`config.mk`:
```
export PLATFORM = sky130hd
export DESIGN_NAME = cpu_core
export DESIGN_NICKNAME = d
export VERILOG_FILES = /design/src/hdl/cpu_pkg.sv /design/src/hdl/cpu_core.sv /design/src/hdl/cpu_sequencer.sv /design/src/hdl/data_memory.sv /design/src/hdl/execute_unit.sv /design/src/hdl/fetch_unit.sv /design/src/hdl/register_file.sv
export SDC_FILE = /design/constraint.sdc
export NUM_CORES = 2
export LEC_CHECK = 0
export ABC_AREA = 0
export BUFFER_PORTS_ARGS = -buffer_cell sky130_fd_sc_hd__buf_2
export CAP_MARGIN = 20
export CORE_MARGIN = 5
export CORE_UTILIZATION = 50
export CTS_CLUSTER_SIZE = 30
export DETAILED_ROUTE_END_ITERATION = 8
export GPL_TIMING_DRIVEN = 0
export PLACE_DENSITY = 0.73
export SYNTH_ARGS = -nofsm -noshare
export SYNTH_HDL_FRONTEND = slang
export SYNTH_HIERARCHICAL = 1
export SYNTH_SLANG_ARGS = --single-unit
export TNS_END_PERCENT = 100
```
`constraint.sdc`:
```
create_clock -name clk -period 5 [get_ports clk]
set_clock_uncertainty 0.05 [all_clocks]
set_input_delay 0.25 -clock clk [delete_from_list [all_inputs] [get_ports clk]]
set_output_delay 0.25 -clock clk [all_outputs]
set_load 0.02 [all_outputs]
```
`src/hdl/cpu_pkg.sv`:
```
package cpu_pkg;

    localparam int num_regs = 8;
    localparam int imem_depth = 64;
    localparam int dmem_depth = 64;
    localparam int phases_per_instr = 9; // cycles from st_if through st_wb_if.

    typedef logic [7:0] data_t;
    typedef logic [2:0] reg_idx_t;
    typedef logic [5:0] pc_t;
    typedef logic [5:0] dmem_addr_t;
    typedef logic [15:0] instr_t;

    // codes 8 to 15 decode as no-ops and retire nothing.
    typedef enum logic [3:0] {
        op_add  = 4'd0,
        op_sub  = 4'd1,
        op_and  = 4'd2,
        op_or   = 4'd3,
        op_xor  = 4'd4,
        op_addi = 4'd5,
        op_ld   = 4'd6,
        op_st   = 4'd7
    } opcode_t;

    typedef enum logic [3:0] {
        st_init,
        st_if,
        st_if_id,
        st_id,
        st_id_ex,
        st_ex_mem,
        st_mem,
        st_mem_wb,
        st_wb,
        st_wb_if
    } seq_state_t;

    typedef struct packed {
        opcode_t  op;
        reg_idx_t rd;
        reg_idx_t rs1;
        reg_idx_t rs2;
        data_t    imm; // sign-extended from the 6-bit field.
    } decoded_t;

    typedef struct packed {
        logic wb_if_wr_en;
        logic if_id_wr_en;
        logic id_ex_wr_en;
        logic ex_mem_wr_en;
        logic mem_wb_wr_en;
        logic ram_wr_en;
        logic reg_wr_en;
        logic pipeline_register_reset_n;
    } stage_ctrl_t;

    typedef struct packed {
        pc_t    addr;
        instr_t data;
    } prog_write_t;

    typedef struct packed {
        reg_idx_t rd;
        data_t    value;
    } retire_t;

    typedef struct packed {
        dmem_addr_t addr;
        data_t      value;
    } store_t;

endpackage

```
`src/hdl/cpu_core.sv`:
```
`timescale 1ns/1ns

module cpu_core (
    input  logic                 clk,
    input  logic                 reset_n,
    input  logic                 run,
    input  logic                 stall,
    input  logic                 prog_we,
    input  cpu_pkg::prog_write_t prog,
    output logic                 retire_valid,
    output cpu_pkg::retire_t     retire,
    output logic                 store_valid,
    output cpu_pkg::store_t      store
);
    import cpu_pkg::*;

    stage_ctrl_t ctrl;
    instr_t      instr;
    reg_idx_t    rs1;
    reg_idx_t    rs2;
    data_t       rdata1;
    data_t       rdata2;
    decoded_t    dec_q;
    data_t       result;
    data_t       store_value;
    logic        wb_we;
    retire_t     wb;

    assign retire_valid = ctrl.reg_wr_en && wb_we; // doubles as the register file write enable.
    assign retire = wb;

    cpu_sequencer seq0 (
        .clk     (clk),
        .reset_n (reset_n),
        .run     (run),
        .stall   (stall),
        .ctrl    (ctrl)
    );

    fetch_unit fetch0 (
        .clk     (clk),
        .reset_n (reset_n),
        .ctrl    (ctrl),
        .prog_we (prog_we),
        .prog    (prog),
        .run     (run),
        .instr   (instr)
    );

    register_file rf0 (
        .clk     (clk),
        .reset_n (reset_n),
        .rs1     (rs1),
        .rs2     (rs2),
        .rdata1  (rdata1),
        .rdata2  (rdata2),
        .we      (retire_valid),
        .wr      (wb)
    );

    execute_unit ex0 (
        .clk         (clk),
        .reset_n     (reset_n),
        .ctrl        (ctrl),
        .instr       (instr),
        .rs1         (rs1),
        .rs2         (rs2),
        .rdata1      (rdata1),
        .rdata2      (rdata2),
        .dec_q       (dec_q),
        .result      (result),
        .store_value (store_value)
    );

    data_memory dmem0 (
        .clk         (clk),
        .reset_n     (reset_n),
        .ctrl        (ctrl),
        .dec_q       (dec_q),
        .result      (result),
        .store_value (store_value),
        .wb_we       (wb_we),
        .wb          (wb),
        .store_valid (store_valid),
        .store       (store)
    );

endmodule

```
`src/hdl/cpu_sequencer.sv`:
```
`timescale 1ns/1ns

module cpu_sequencer (
    input  logic                 clk,
    input  logic                 reset_n,
    input  logic                 run,
    input  logic                 stall,
    output cpu_pkg::stage_ctrl_t ctrl
);
    import cpu_pkg::*;

    seq_state_t state;
    seq_state_t state_next;

    always_comb begin
        case (state)
            st_init: state_next = st_if;
            st_if: state_next = st_if_id;
            st_if_id: state_next = st_id;
            st_id: state_next = st_id_ex;
            st_id_ex: state_next = st_ex_mem;
            st_ex_mem: state_next = st_mem;
            st_mem: state_next = st_mem_wb;
            st_mem_wb: state_next = st_wb;
            st_wb: state_next = st_wb_if;
            st_wb_if: state_next = st_if;
            default: state_next = st_init;
        endcase
    end

    always_ff @(posedge clk) begin
        if (!reset_n || !run) begin
            state <= st_init; // dropping run abandons the instruction in flight.
        end else if (!stall) begin
            state <= state_next;
        end
    end

    // one enable per phase, none while stalled.
    always_comb begin
        ctrl = '0;
        ctrl.pipeline_register_reset_n = (state != st_init);
        if (!stall) begin
            case (state)
                st_if_id: begin
                    ctrl.if_id_wr_en = 1'b1;
                end
                st_id_ex: begin
                    ctrl.id_ex_wr_en = 1'b1;
                end
                st_ex_mem: begin
                    ctrl.ex_mem_wr_en = 1'b1;
                end
                st_mem: begin
                    ctrl.ram_wr_en = 1'b1;
                end
                st_mem_wb: begin
                    ctrl.mem_wb_wr_en = 1'b1;
                end
                st_wb: begin
                    ctrl.reg_wr_en = 1'b1;
                end
                st_wb_if: begin
                    ctrl.wb_if_wr_en = 1'b1;
                end
                default: begin
                    ctrl.wb_if_wr_en = 1'b0; // init, fetch and decode only settle.
                end
            endcase
        end
    end

endmodule

```
`src/hdl/data_memory.sv`:
```
`timescale 1ns/1ns

module data_memory (
    input  logic                 clk,
    input  logic                 reset_n,
    input  cpu_pkg::stage_ctrl_t ctrl,
    input  cpu_pkg::decoded_t    dec_q,
    input  cpu_pkg::data_t       result,
    input  cpu_pkg::data_t       store_value,
    output logic                 wb_we,
    output cpu_pkg::retire_t     wb,
    output logic                 store_valid,
    output cpu_pkg::store_t      store
);
    import cpu_pkg::*;

    data_t      ram [dmem_depth];
    dmem_addr_t addr;
    logic       is_store;
    logic       writes_reg;

    assign addr = result[5:0]; // the upper address bits are ignored.
    assign is_store = (dec_q.op == op_st);
    assign writes_reg = dec_q.op inside {op_add, op_sub, op_and, op_or, op_xor, op_addi, op_ld};

    always_ff @(posedge clk) begin
        if (!reset_n) begin
            for (int i = 0; i < dmem_depth; i++) begin
                ram[i] <= '0;
            end
        end else if (ctrl.ram_wr_en && is_store) begin
            ram[addr] <= store_value;
        end
    end

    always_comb begin
        store_valid = ctrl.ram_wr_en && is_store;
        store.addr = addr;
        store.value = store_value;
    end

    always_ff @(posedge clk) begin
        if (!reset_n || !ctrl.pipeline_register_reset_n) begin
            wb_we <= 1'b0;
        end else if (ctrl.mem_wb_wr_en) begin
            wb_we <= writes_reg; // stores and no-ops leave the register file alone.
        end
    end

    always_ff @(posedge clk) begin
        if (ctrl.mem_wb_wr_en) begin
            wb.rd <= dec_q.rd;
            wb.value <= (dec_q.op == op_ld) ? ram[addr] : result;
        end
    end

endmodule

```
`src/hdl/execute_unit.sv`:
```
`timescale 1ns/1ns

module execute_unit (
    input  logic                 clk,
    input  logic                 reset_n,
    input  cpu_pkg::stage_ctrl_t ctrl,
    input  cpu_pkg::instr_t      instr,
    output cpu_pkg::reg_idx_t    rs1,
    output cpu_pkg::reg_idx_t    rs2,
    input  cpu_pkg::data_t       rdata1,
    input  cpu_pkg::data_t       rdata2,
    output cpu_pkg::decoded_t    dec_q,
    output cpu_pkg::data_t       result,
    output cpu_pkg::data_t       store_value
);
    import cpu_pkg::*;

    decoded_t dec;
    data_t    op_a;
    data_t    op_b;
    data_t    alu_b;
    data_t    alu_out;

    always_comb begin
        dec.op = opcode_t'(instr[15:12]);
        dec.rd = instr[11:9];
        dec.rs1 = instr[8:6];
        dec.rs2 = instr[2:0];
        dec.imm = {{2{instr[5]}}, instr[5:0]};
    end

    assign rs1 = dec.rs1;
    // a store reads its data register through the second port.
    assign rs2 = (dec.op == op_st) ? dec.rd : dec.rs2;

    always_ff @(posedge clk) begin
        if (!reset_n || !ctrl.pipeline_register_reset_n) begin
            dec_q <= '0;
        end else if (ctrl.id_ex_wr_en) begin
            dec_q <= dec;
        end
    end

    always_ff @(posedge clk) begin
        if (ctrl.id_ex_wr_en) begin
            op_a <= rdata1;
            op_b <= rdata2;
        end
    end

    always_comb begin
        alu_b = (dec_q.op inside {op_addi, op_ld, op_st}) ? dec_q.imm : op_b;
        case (dec_q.op)
            op_add, op_addi, op_ld, op_st: alu_out = op_a + alu_b; // loads and stores form their address here.
            op_sub: alu_out = op_a - alu_b;
            op_and: alu_out = op_a & alu_b;
            op_or: alu_out = op_a | alu_b;
            op_xor: alu_out = op_a ^ alu_b;
            default: alu_out = '0;
        endcase
    end

    always_ff @(posedge clk) begin
        if (ctrl.ex_mem_wr_en) begin
            result <= alu_out;
            store_value <= op_b;
        end
    end

endmodule

```
`src/hdl/fetch_unit.sv`:
```
`timescale 1ns/1ns

module fetch_unit (
    input  logic                 clk,
    input  logic                 reset_n,
    input  cpu_pkg::stage_ctrl_t ctrl,
    input  logic                 prog_we,
    input  cpu_pkg::prog_write_t prog,
    input  logic                 run,
    output cpu_pkg::instr_t      instr
);
    import cpu_pkg::*;

    instr_t imem [imem_depth];
    pc_t    pc;

    always_ff @(posedge clk) begin
        if (prog_we && !run) begin
            imem[prog.addr] <= prog.data; // loading only happens while the core is idle.
        end
    end

    always_ff @(posedge clk) begin
        if (!reset_n || !ctrl.pipeline_register_reset_n) begin
            pc <= '0; // every run starts at address 0.
        end else if (ctrl.wb_if_wr_en) begin
            pc <= pc + pc_t'(1); // wraps at 64 with no branch logic.
        end
    end

    always_ff @(posedge clk) begin
        if (!reset_n || !ctrl.pipeline_register_reset_n) begin
            instr <= '0;
        end else if (ctrl.if_id_wr_en) begin
            instr <= imem[pc];
        end
    end

endmodule

```
`src/hdl/register_file.sv`:
```
`timescale 1ns/1ns

module register_file (
    input  logic              clk,
    input  logic              reset_n,
    input  cpu_pkg::reg_idx_t rs1,
    input  cpu_pkg::reg_idx_t rs2,
    output cpu_pkg::data_t    rdata1,
    output cpu_pkg::data_t    rdata2,
    input  logic              we,
    input  cpu_pkg::retire_t  wr
);
    import cpu_pkg::*;

    data_t regs [num_regs];

    always_ff @(posedge clk) begin
        if (!reset_n) begin
            for (int i = 0; i < num_regs; i++) begin
                regs[i] <= '0;
            end
        end else if (we) begin
            regs[wr.rd] <= wr.value;
        end
    end

    assign rdata1 = regs[rs1];
    assign rdata2 = regs[rs2];

endmodule

```
==> run metrics <==
status finished clean; total power 29.3 mW; Worst Hold Class in2reg; DRT Pass-1 Iters 6; leakage 26.5 nW; commonest cells after routing, fill and taps aside edfxtp_1, and2_1, mux2i_1; layout cells sized above 1 19.5%; grt total ovfl 0; pin count of the biggest net entering global routing 65; Synth Cell Area 71500 sq um; drt total wl 228 mm; setup violators final 0; Syn. warnings 6; Mapped Nets 4443; WP buf/inv 4; met2 Track Usage GR 45.9%; Crit. End Element register; Maximum Capacitance Violations 0; busiest layer in global routing met2; CTS Buffer Depth 3; fin util 57.8%; clk sinks 1683; Avg Synthesized Cell Area 16.3 sq um; worst slew pin tran 1300 ps; CP max-delay cell o21ai_0; period utilisation layout 93.4%; Place WS 445 ps; Final Hold Fails 0; Finished Cell Area 82000 sq um; Final ANT Viol Nets 0; Die Span Y 388 microns; Fillers 10.6k; peak supply drop 0.411 mV; critical path's top delay family buffers and inverters; DP Wirelength 156 mm; Root Driver clkbuf_16; fin. max-slew vios 0; Routed wire per std cell 33.5 microns; CP Class reg2reg; total number of vias 44.4k; setup bufs post-CTS 0; Die Wd 388 microns; IO buf count 49; Critical Path Fanout Max 10; non-filler cells, final 6812; H-tree lvl count 4; initial drt markers 6760; # IOs 54; CTS Hold Bufs 16; CP Cell Sequence buf_4, nor2_1, buf_2, nand2_1, clkbuf_1, o21ai_0, buf_2; initial core utilization 50.4%; met1 Use GR 37.6%; cts bufs inserted 171; DRC 0; Fin Hold WS 44.6 ps; vias in the first global route 43.0k; final net count 4831; register clock-pin slew on the reported worst setup and hold paths 60 ps; first-pass GRT wire length 318 mm; worst skew pair latency 790 ps; min cycle time layout 4670 ps; RSZ-0062 raised after global routing false; CTS tree yes; FP Rows 138; core footprint 142000 sq um; GRT Resource Usage Total 29.6%; area delta synth->final 14.7%; relative slew slack 13.3%; Crit path required time 5420 ps; CP most frequent cell buf_2; GP Congestion 1.00; antenna violations before repair 15; DR vias/cell 6.52; post-cts resize count 0; CP peak stage delay 860 ps; Post-Synthesis Cells 4388; commonest non-fill, non-tap cell in the layout edfxtp_1; met3 GRT Util 8.48%; WP data arrival 5090 ps; Setup WS post-layout 329 ps; power density cells 357 nW/um^2; die area 151000 sq um; Setup TNS 0 ps; f_max 0.214 GHz; Cell Count Post-Placement 6458; Area after DPL 75900 sq um; crit start category register
-- per-layer routing --
layer  vias to the layer above  part of all wire [%]
met4                        10                   7.0
met5                         -                 0.034
met3                       766                    12
met1                     22400                    35
met2                      3304                    46
li1                      18000                     -
-- area by class of cell --
type	count	area, sq um	area share [%]
Antenna cell	7	17.5	0.0214
Buffer	334	1700	2.07
Clock buffer	213	4580	5.59
Clock inverter	99	1120	1.36
Inverter	33	124	0.151
Multi-Input combinational cell	2338	19800	24.1
Sequential cell	1683	50100	61.1
Tap cell	1890	2360	2.88
Timing Repair Buffer	215	2230	2.71
-- report_power, final --
group          internal, mW  leakage, nW  switching [mW]
clock network          7.43         2.77            5.46
registers              15.7         15.4          0.0865
logic                 0.170         8.30           0.435
-- sequential cells by signal, summed over array words and instances (netlist names) --
| register | count |
|---|---|
| dmem0/wb_we | 1 |
| ex0/result | 8 |
| fetch0/pc | 6 |
| dmem0/ram | 512 |
| ex0/op_b | 8 |
| rf0/regs | 64 |
| seq0/state | 4 |
| dmem0/wb | 11 |
| fetch0/instr | 16 |
| ex0/store_value | 8 |
| ex0/op_a | 8 |
| ex0/dec_q | 13 |
| fetch0/imem | 1024 |
-- worst paths after layout --
path / slack, ps / endpoint / depth (start not counted) / startpoint
setup / recovery: 330 / dmem0/ram[28][5]$_SDFFCE_PN0P_ / 7 / ex0/result[1]$_DFFE_PP_
hold / removal: 40 / fetch0/imem[20][12]$_DFFE_PP_ / 1 / prog[12]
setup reg to reg: 330 / dmem0/ram[28][5]$_SDFFCE_PN0P_ / 7 / ex0/result[1]$_DFFE_PP_
hold reg to reg: 390 / dmem0/wb[9]$_DFFE_PP_ / 0 / ex0/dec_q[15]$_SDFFE_PP0P_
No activity file was read; power rests on OpenSTA's default activity.
